`config.mk`:
```
export PLATFORM = sky130hd
export DESIGN_NAME = arcade_shell
export DESIGN_NICKNAME = d
export VERILOG_FILES = /design/src/common/shell_pkg.sv /design/src/spi_user_io/spi_user_io.sv /design/src/rtl/ps2_key_decoder.sv /design/src/rtl/control_mapper.sv /design/src/rtl/sigma_delta_dac.sv /design/src/rtl/arcade_shell.sv
export VERILOG_INCLUDE_DIRS = /design/src /design/src/common
export SDC_FILE = /design/constraint.sdc
export NUM_CORES = 1
export LEC_CHECK = 0
export ABC_AREA = 1
export BUFFER_PORTS_ARGS = -buffer_cell sky130_fd_sc_hd__buf_4
export CORE_AREA = 10 10 93 115
export CTS_CLUSTER_SIZE = 16
export DETAILED_ROUTE_END_ITERATION = 8
export DIE_AREA = 0 0 103 125
export GPL_ROUTABILITY_DRIVEN = 0
export PLACE_DENSITY = 0.74
export SYNTH_ARGS = -nofsm -noshare
export SYNTH_HDL_FRONTEND = slang
export SYNTH_SLANG_ARGS = --single-unit
```
`constraint.sdc`:
```
create_clock -name clk_sys -period 2.2 [get_ports clk_sys]
set_input_delay 0.44 -clock clk_sys [delete_from_list [all_inputs] [get_ports clk_sys]]
set_output_delay 0.44 -clock clk_sys [all_outputs]
set_load 0.03 [all_outputs]
```
`src/common/shell_params.svh`:
```
`ifndef SHELL_PARAMS_SVH
`define SHELL_PARAMS_SVH

`define SHELL_STATUS_W 32
`define SHELL_DAC_W    12

// command bytes that open an SPI frame on the user channel
`define SPI_CMD_BUTTONS 8'h01
`define SPI_CMD_JOY0    8'h02
`define SPI_CMD_JOY1    8'h03
`define SPI_CMD_STATUS  8'h1E
`define SPI_CMD_KBD     8'h05

// arrow keys only count after the E0 prefix
`define KEY_UP     8'h75
`define KEY_DOWN   8'h72
`define KEY_LEFT   8'h6B
`define KEY_RIGHT  8'h74
`define KEY_FIRE   8'h29
`define KEY_START1 8'h16
`define KEY_START2 8'h1E
`define KEY_COIN   8'h2E
`define KEY_EXT    8'hE0
`define KEY_BREAK  8'hF0

`endif

```
`src/common/shell_pkg.sv`:
```
`include "shell_params.svh"

package shell_pkg;

typedef logic [`SHELL_STATUS_W-1:0] status_t;     // bit 0 reset, bit 2 rotate, bit 6 menu reset
typedef logic                 [7:0] joy_t;        // 0 right, 1 left, 2 down, 3 up, 4 fire
typedef logic                 [3:0] board_btn_t;  // buttons in [1:0], switches in [3:2]
typedef logic                 [7:0] scan_code_t;
typedef logic    [`SHELL_DAC_W-1:0] audio_sample_t;  // upper bits of the core's audio

typedef struct packed {
	logic up;
	logic down;
	logic left;
	logic right;
	logic fire;
	logic start1;
	logic start2;
	logic coin;
} key_state_t;

typedef struct packed {
	logic up;
	logic down;
	logic left;
	logic right;
	logic fire;
	logic start1;
	logic start2;
	logic coin;
} controls_t;

typedef struct packed {
	status_t    status;
	board_btn_t btn;
	joy_t       joy0;
	joy_t       joy1;
} host_regs_t;

endpackage

```
`src/spi_user_io/spi_user_io.sv`:
```
`timescale 1ns/100ps
`include "shell_params.svh"

module spi_user_io
	import shell_pkg::*;
(
	input  logic       clk_sys,
	input  logic       reset,
	input  logic       spi_sck,
	input  logic       spi_ss,     // active low
	input  logic       spi_di,
	output host_regs_t regs,
	output scan_code_t kbd_byte,
	output logic       kbd_valid
);

typedef enum logic [1:0] {
	ST_IDLE,
	ST_COMMAND,
	ST_PAYLOAD
} spi_state_t;

spi_state_t  state;
logic  [2:0] sck_pipe;
logic  [2:0] ss_pipe;
logic  [1:0] di_pipe;
logic  [6:0] shift_q;
logic  [2:0] bit_cnt;
logic  [2:0] byte_idx;
logic  [7:0] cmd;
logic [23:0] status_lo;
logic  [7:0] rx_byte;
logic        sck_rise;
logic        ss_fall;
logic        ss_active;
logic        byte_done;
logic        payload_done;
logic        cmd_known;

// ~~~~~~~~~~~~~~~~~~~~ line synchronizers

always_ff @(posedge clk_sys) begin
	if (reset) begin
		sck_pipe <= '0;
		ss_pipe  <= '1;
	end else begin
		sck_pipe <= {sck_pipe[1:0], spi_sck};
		ss_pipe  <= {ss_pipe[1:0], spi_ss};
	end
end

always_ff @(posedge clk_sys) begin
	di_pipe <= {di_pipe[0], spi_di};
end

assign sck_rise  = sck_pipe[1] & ~sck_pipe[2];
assign ss_fall   = ss_pipe[2] & ~ss_pipe[1];
assign ss_active = ~ss_pipe[1];

// ~~~~~~~~~~~~~~~~~~~~ byte assembly

always_ff @(posedge clk_sys) begin
	if (reset || !ss_active) bit_cnt <= '0;  // a byte cut short by ss is dropped
	else if (sck_rise) bit_cnt <= bit_cnt + 3'd1;
end

always_ff @(posedge clk_sys) begin
	if (sck_rise) shift_q <= rx_byte[6:0];  // msb first
end

assign rx_byte      = {shift_q, di_pipe[1]};
assign byte_done    = ss_active & sck_rise & (bit_cnt == 3'd7);
assign payload_done = byte_done & (state == ST_PAYLOAD);
assign cmd_known    = rx_byte inside {`SPI_CMD_BUTTONS, `SPI_CMD_JOY0, `SPI_CMD_JOY1,
	`SPI_CMD_STATUS, `SPI_CMD_KBD};

// ~~~~~~~~~~~~~~~~~~~~ frame decode

always_ff @(posedge clk_sys) begin
	kbd_valid <= 1'b0;
	if (reset) begin
		state    <= ST_IDLE;
		cmd      <= '0;
		byte_idx <= '0;
		regs     <= '0;
	end else if (!ss_active) begin
		state <= ST_IDLE;
	end else begin
		case (state)
			ST_IDLE: if (ss_fall) state <= ST_COMMAND;  // rest of a finished frame is ignored
			ST_COMMAND: if (byte_done) begin
				cmd      <= rx_byte;
				byte_idx <= '0;
				state    <= cmd_known ? ST_PAYLOAD : ST_IDLE;
			end
			ST_PAYLOAD: if (byte_done) begin
				state <= ST_IDLE;
				case (cmd)
					`SPI_CMD_BUTTONS: regs.btn  <= rx_byte[3:0];
					`SPI_CMD_JOY0:    regs.joy0 <= rx_byte;
					`SPI_CMD_JOY1:    regs.joy1 <= rx_byte;
					`SPI_CMD_KBD:     kbd_valid <= 1'b1;
					`SPI_CMD_STATUS: begin
						if (byte_idx == 3'd3) begin
							regs.status <= {rx_byte, status_lo};  // whole word at once
						end else begin
							byte_idx <= byte_idx + 3'd1;
							state    <= ST_PAYLOAD;
						end
					end
					default: ;
				endcase
			end
			default: state <= ST_IDLE;
		endcase
	end
end

always_ff @(posedge clk_sys) begin
	if (payload_done && cmd == `SPI_CMD_KBD) kbd_byte <= rx_byte;
	if (payload_done && cmd == `SPI_CMD_STATUS) begin
		case (byte_idx)
			3'd0:    status_lo[7:0]   <= rx_byte;
			3'd1:    status_lo[15:8]  <= rx_byte;
			3'd2:    status_lo[23:16] <= rx_byte;
			default: ;
		endcase
	end
end

a_byte_idx: assert property (@(posedge clk_sys) disable iff (reset) byte_idx <= 3'd3);
a_kbd_pulse: assert property (@(posedge clk_sys) disable iff (reset) kbd_valid |=> !kbd_valid);

endmodule

```
`src/rtl/ps2_key_decoder.sv`:
```
`timescale 1ns/100ps
`include "shell_params.svh"

module ps2_key_decoder
	import shell_pkg::*;
(
	input  logic       clk_sys,
	input  logic       reset,
	input  scan_code_t kbd_byte,
	input  logic       kbd_valid,
	output key_state_t keys
);

typedef enum logic [1:0] {
	KS_IDLE,
	KS_EXT,
	KS_BREAK,
	KS_EXT_BREAK
} kbd_state_t;

kbd_state_t state;
logic       is_ext;
logic       is_break;
logic       make;

assign is_ext   = (state == KS_EXT) || (state == KS_EXT_BREAK);
assign is_break = (state == KS_BREAK) || (state == KS_EXT_BREAK);
assign make     = ~is_break;

always_ff @(posedge clk_sys) begin
	if (reset) begin
		state <= KS_IDLE;
		keys  <= '0;
	end else if (kbd_valid) begin
		if (kbd_byte == `KEY_EXT) begin
			state <= is_break ? KS_EXT_BREAK : KS_EXT;
		end else if (kbd_byte == `KEY_BREAK) begin
			state <= is_ext ? KS_EXT_BREAK : KS_BREAK;
		end else begin
			state <= KS_IDLE;  // any final code ends the sequence
			if (is_ext) begin
				case (kbd_byte)
					`KEY_UP:    keys.up    <= make;
					`KEY_DOWN:  keys.down  <= make;
					`KEY_LEFT:  keys.left  <= make;
					`KEY_RIGHT: keys.right <= make;
					default: ;
				endcase
			end else begin
				case (kbd_byte)
					`KEY_FIRE:   keys.fire   <= make;
					`KEY_START1: keys.start1 <= make;
					`KEY_START2: keys.start2 <= make;
					`KEY_COIN:   keys.coin   <= make;
					default: ;
				endcase
			end
		end
	end
end

// only a prefix byte may take the machine out of idle
a_idle_exit: assert property (@(posedge clk_sys) disable iff (reset)
	state == KS_IDLE && !(kbd_valid && kbd_byte inside {`KEY_EXT, `KEY_BREAK})
	|=> state == KS_IDLE);

endmodule

```
`src/rtl/control_mapper.sv`:
```
`timescale 1ns/100ps

module control_mapper
	import shell_pkg::*;
(
	input  logic       clk_sys,
	input  logic       reset,
	input  host_regs_t regs,
	input  key_state_t keys,
	output controls_t  controls,
	output logic       core_reset
);

logic src_up;
logic src_down;
logic src_left;
logic src_right;
logic rotate;

// joystick bits are 3 up, 2 down, 1 left, 0 right
assign src_up    = keys.up    | regs.joy0[3] | regs.joy1[3];
assign src_down  = keys.down  | regs.joy0[2] | regs.joy1[2];
assign src_left  = keys.left  | regs.joy0[1] | regs.joy1[1];
assign src_right = keys.right | regs.joy0[0] | regs.joy1[0];
assign rotate    = regs.status[2];

always_ff @(posedge clk_sys) begin
	core_reset <= reset | regs.status[0] | regs.status[6] | regs.btn[1];
	if (reset) begin
		controls <= '0;
	end else begin
		controls.up     <= rotate ? src_left  : src_up;  // cabinet turned a quarter
		controls.down   <= rotate ? src_right : src_down;
		controls.left   <= rotate ? src_down  : src_left;
		controls.right  <= rotate ? src_up    : src_right;
		controls.fire   <= keys.fire | regs.joy0[4] | regs.joy1[4];
		controls.start1 <= keys.start1;
		controls.start2 <= keys.start2;
		controls.coin   <= keys.coin;
	end
end

endmodule

```
`src/rtl/sigma_delta_dac.sv`:
```
`timescale 1ns/100ps
`include "shell_params.svh"

module sigma_delta_dac
	import shell_pkg::*;
(
	input  logic          clk_sys,
	input  logic          reset,
	input  audio_sample_t sample,
	output logic          dac_out
);

logic [`SHELL_DAC_W:0] acc;

// the carry of the running sum is the pulse density output
always_ff @(posedge clk_sys) begin
	if (reset) begin
		acc     <= '0;
		dac_out <= 1'b0;
	end else begin
		acc     <= {1'b0, acc[`SHELL_DAC_W-1:0]} + {1'b0, sample};
		dac_out <= acc[`SHELL_DAC_W];
	end
end

a_quiet_after_reset: assert property (@(posedge clk_sys) reset |=> !dac_out);

endmodule

```
`src/rtl/arcade_shell.sv`:
```
`timescale 1ns/100ps

module arcade_shell
	import shell_pkg::*;
(
	input  logic        clk_sys,
	input  logic        reset,
	input  logic        spi_sck,
	input  logic        spi_ss,    // active low
	input  logic        spi_di,
	input  logic [15:0] audio,
	output controls_t   controls,
	output logic        core_reset,
	output logic        audio_out
);

host_regs_t regs;
scan_code_t kbd_byte;
logic       kbd_valid;
key_state_t keys;

spi_user_io i_spi_user_io (
	.clk_sys   (clk_sys),
	.reset     (reset),
	.spi_sck   (spi_sck),
	.spi_ss    (spi_ss),
	.spi_di    (spi_di),
	.regs      (regs),
	.kbd_byte  (kbd_byte),
	.kbd_valid (kbd_valid)
);

ps2_key_decoder i_ps2_key_decoder (
	.clk_sys   (clk_sys),
	.reset     (reset),
	.kbd_byte  (kbd_byte),
	.kbd_valid (kbd_valid),
	.keys      (keys)
);

control_mapper i_control_mapper (
	.clk_sys    (clk_sys),
	.reset      (reset),
	.regs       (regs),
	.keys       (keys),
	.controls   (controls),
	.core_reset (core_reset)
);

sigma_delta_dac i_sigma_delta_dac (
	.clk_sys (clk_sys),
	.reset   (reset),
	.sample  (audio[15:4]),  // low nibble is below the dac resolution
	.dac_out (audio_out)
);

endmodule

```
==> results.py <==
metrics = {
    "cells_and_area": {
        "syn2layout_area_growth_pct": 12.31,
        "stdcell_area_sq_mm": 0.004613,
        "layout-drive-gt1-share_pct": 9.735,
        "final_cells": 665,
        "nets": 603,
        "diodes": 0,
        "post-route-util_pct": 53.90,
    },
    "detailed_routing": {
        "drc_errors": 0,
        "routedWlPerCell_um": 11.73,
        "vias": 3342,
        "via_per_inst": 5.026,
        "first_pass_iters": 4,
        "finalWirelength_mm": 7.801,
        "ant_nets": 0,
        "first_iter_violations": 146,
    },
    "pwr": {
        "p_leak_nw": 1.993,
        "p_clk_share_pct": 34.5,
        "p_switching_uw": 948.0,
        "combPwrFrac_pct": 15.3,
        "powerDensity_mw_per_mm2": 769.2,
        "p_int_mw": 2.601,
        "total_power_mw": 3.549,
        "p_sw_share_pct": 26.72,
        "p_seq_share_pct": 50.2,
        "peakVddDrop_mv": 0.3001,
    },
    "clock_tree": {
        "post_cts_buffers": 0,
        "ctsHoldBuffers": 0,
        "htreeDepth": 3,
        "clock_path_buffers": 2,
        "clk_pin_slew_ns": 0.09,
        "clock_latency_ns": 0.36,
        "cts_buffers": 9,
        "cts-root-buf": "clkbuf_8",
        "cts_resized": 0,
        "cts_tree": "done",
        "cts.sinks": 90,
    },
    "global_routing": {
        "grt_pass1_wl_mm": 13.08,
        "overflow": 0,
        "antenna_found_initial": 0,
        "grt_pass1_vias": 3119,
        "grtUsageTotal_pct": 12.60,
        "grt_max_degree": 42,
    },
    "yosys": {
        "async_flop_share_pct": 0,
        "synth_edf_count": 18,
        "synth.distinct_cells": 29,
        "ys.flop_type": "dfxtp_1",
        "yosys_warnings": 0,
        "ys_seq_area_share_pct": 48.25,
        "synth.ff_latch_count": 90,
        "syn_area_sq_mm": 0.004108,
        "syn_inst": 528,
        "syn_nets": 571,
        "syn_avg_cell_area_sq_um": 7.780,
    },
    "die": {
        "coreArea_sq_mm": 0.008558,
        "die_w_um": 103,
        "rows": 38,
        "start_util_pct": 48.00,
        "io_pins": 31,
        "die_area_sq_mm": 0.01288,
        "fp.dieH_um": 125,
    },
    "sta": {
        "fin_ws_ns": 0.3987,
        "skew_ns": 0.008994,
        "fmax_mhz": 555.2,
        "worst_pin_slew_ns": 0.4047,
        "fin_crit_ns": 1.801,
        "hold-worst-slack_ns": 0.1709,
        "maxSlewHeadroom_pct": 72.95,
        "hold_viol_final": 0,
        "period_share_pct": 81.88,
        "rsz0062_at_grt": "false",
        "timing.setup.tns_ns": 0,
        "drv_slew": 0,
        "setup_viol": 0,
    },
    "worst_setup_path": {
        "start_kind": "flip-flop",
        "r2r.worst_path.cells": 9,
        "worstPathMaxFanout": 8,
        "critPathRequiredTime_ns": 2.28,
        "cp.arrival_ns": 1.88,
        "timing.rr.start": "i_spi_user_io.bit_cnt[0]",
        "critPathKind": "reg -> reg",
        "cp-end-kind": "flip-flop",
        "r2r_slack_ns": 0.40,
        "rr_endpoint": "i_spi_user_io.kbd_byte[6]",
    },
    "place": {
        "pre_cts_ws_ns": 0.3078,
        "dp_hpwl_mm": 5.874,
        "placedInstanceArea_sq_mm": 0.004395,
        "numPlacedInstances": 649,
        "port_buffers": 26,
    },
    "hold_path": {
        "hold_depth": 1,
        "hold_path_end": "i_spi_user_io.di_pipe[0]",
        "hold_path.class": "in -> reg",
        "hold_start": "spi_di",
    },
    "run_status": {
        "outcome": "finished clean",
    },
    "flow_run": {
        "drv_cap": 0,
    },
}
==> cell usage after synthesis (all sizes together), types with 2 or more instances <==
| library cell | count | area (sq um) |
|---|---|---|
| nand2 | 104 | 397.9 |
| nor2 | 86 | 352.8 |
| inv | 78 | 292.8 |
| dfxtp | 72 | 1441 |
| o21ai | 40 | 200.2 |
| a21oi | 39 | 195.2 |
| nand3 | 32 | 170.2 |
| ha | 21 | 262.8 |
| edfxtp | 18 | 540.5 |
| nor3 | 8 | 45.04 |
| nand4 | 7 | 43.79 |
| a31oi | 6 | 37.54 |
| clkbuf | 5 | 28.77 |
| or2 | 3 | 18.77 |
| buf | 2 | 18.77 |
==> logic make-up (layout without fill, tap and decap cells) <==
logic type	count (synthesis)	in the layout	synth area share (%)
simple gates	242	242	25.37
flops	90	90	48.25
compound gates	87	87	10.90
buf+inv	86	123	8.376
fa+ha+maj	22	22	6.884
xor+xnor	1	1	0.2133
==> cell usage in the layout (no fill, tap or decap), types with 7 or more instances in the layout <==
| cell type | netlist | final |
|---|---|---|
| nand2_1 | 103 | 103 |
| edfxtp_1 | 18 | 18 |
| buf_4 | 1 | 28 |
| dfxtp_1 | 72 | 72 |
| nor3_1 | 7 | 7 |
| inv_1 | 78 | 78 |
| o21ai_0 | 40 | 40 |
| nor2_1 | 80 | 80 |
| nand3_1 | 30 | 30 |
| clkbuf_8 | 1 | 9 |
| a21oi_1 | 39 | 39 |
| ha_1 | 21 | 21 |
| nand4_1 | 7 | 7 |
==> registers in the layout (all words and copies together), names as in the netlist, 3 cells and up <==
name	flops
i_control_mapper.controls	8
i_ps2_key_decoder.keys	8
i_sigma_delta_dac.acc	13
i_spi_user_io.bit_cnt	3
i_spi_user_io.byte_idx	3
i_spi_user_io.cmd	8
i_spi_user_io.kbd_byte	8
i_spi_user_io.regs	14
i_spi_user_io.sck_pipe	3
i_spi_user_io.shift_q	7
i_spi_user_io.ss_pipe	3
i_spi_user_io.status_lo	3
==> layer usage <==
layer  vias to the layer above  global-route usage, %  routed length [um]  share of wire, %
met4                         0                  7.055                 222               2.8
met1                      1496                  13.83                3383                43
met3                        20                  3.636                 353               4.5
met5                         -                      0                   0                 0
li1                       1762                      -                   -                 -
met2                        64                  21.01                3841                49
==> worst max-delay path, stage by stage, from the launching register on <==
cell and delay [ns]:
dfxtp_1 0.35, ha_1 0.15, ha_1 0.16, inv_1 0.04, nor2_1 0.16, nand2_4 0.09, nor2_4 0.17, nand3_1 0.12
nor2_1 0.10, buf_4 0.17
==> layout make-up <==
cell class              count  area [sq um]
repair buffers             28         210.2
multi-input cells         352          1782
clock buffers              10         127.6
well taps                 100         125.1
flip-flops and latches     90          1982
inverters                  79         296.5
clock inverters             6         90.09
fillers                   788          3945
==> worst max path at each step <==
stage                                      to  slack, ns                      from  depth (start not counted)
global placement    i_sigma_delta_dac.acc[12]       0.31                  audio[4]                         11
CTS                 i_spi_user_io.kbd_byte[6]       0.40  i_spi_user_io.bit_cnt[0]                          9
detailed placement  i_sigma_delta_dac.acc[12]       0.31                  audio[4]                         11
floorplan           i_spi_user_io.kbd_byte[0]       0.33  i_spi_user_io.bit_cnt[0]                          8
global route        i_spi_user_io.kbd_byte[6]       0.28  i_spi_user_io.bit_cnt[0]                          9
finish              i_spi_user_io.kbd_byte[6]       0.40  i_spi_user_io.bit_cnt[0]                          9
==> power by group through the flow <==
stage	logic (mW)	clock network, mW	registers [mW]
finish	0.543	1.22	1.78
global route	0.634	1.32	1.79
CTS	0.546	1.26	1.78
detailed placement	0.541	0	1.82
global placement	0.533	0	1.82
floorplan	0.418	0	1.82
Note: power is estimated with default switching activity, not from simulation.
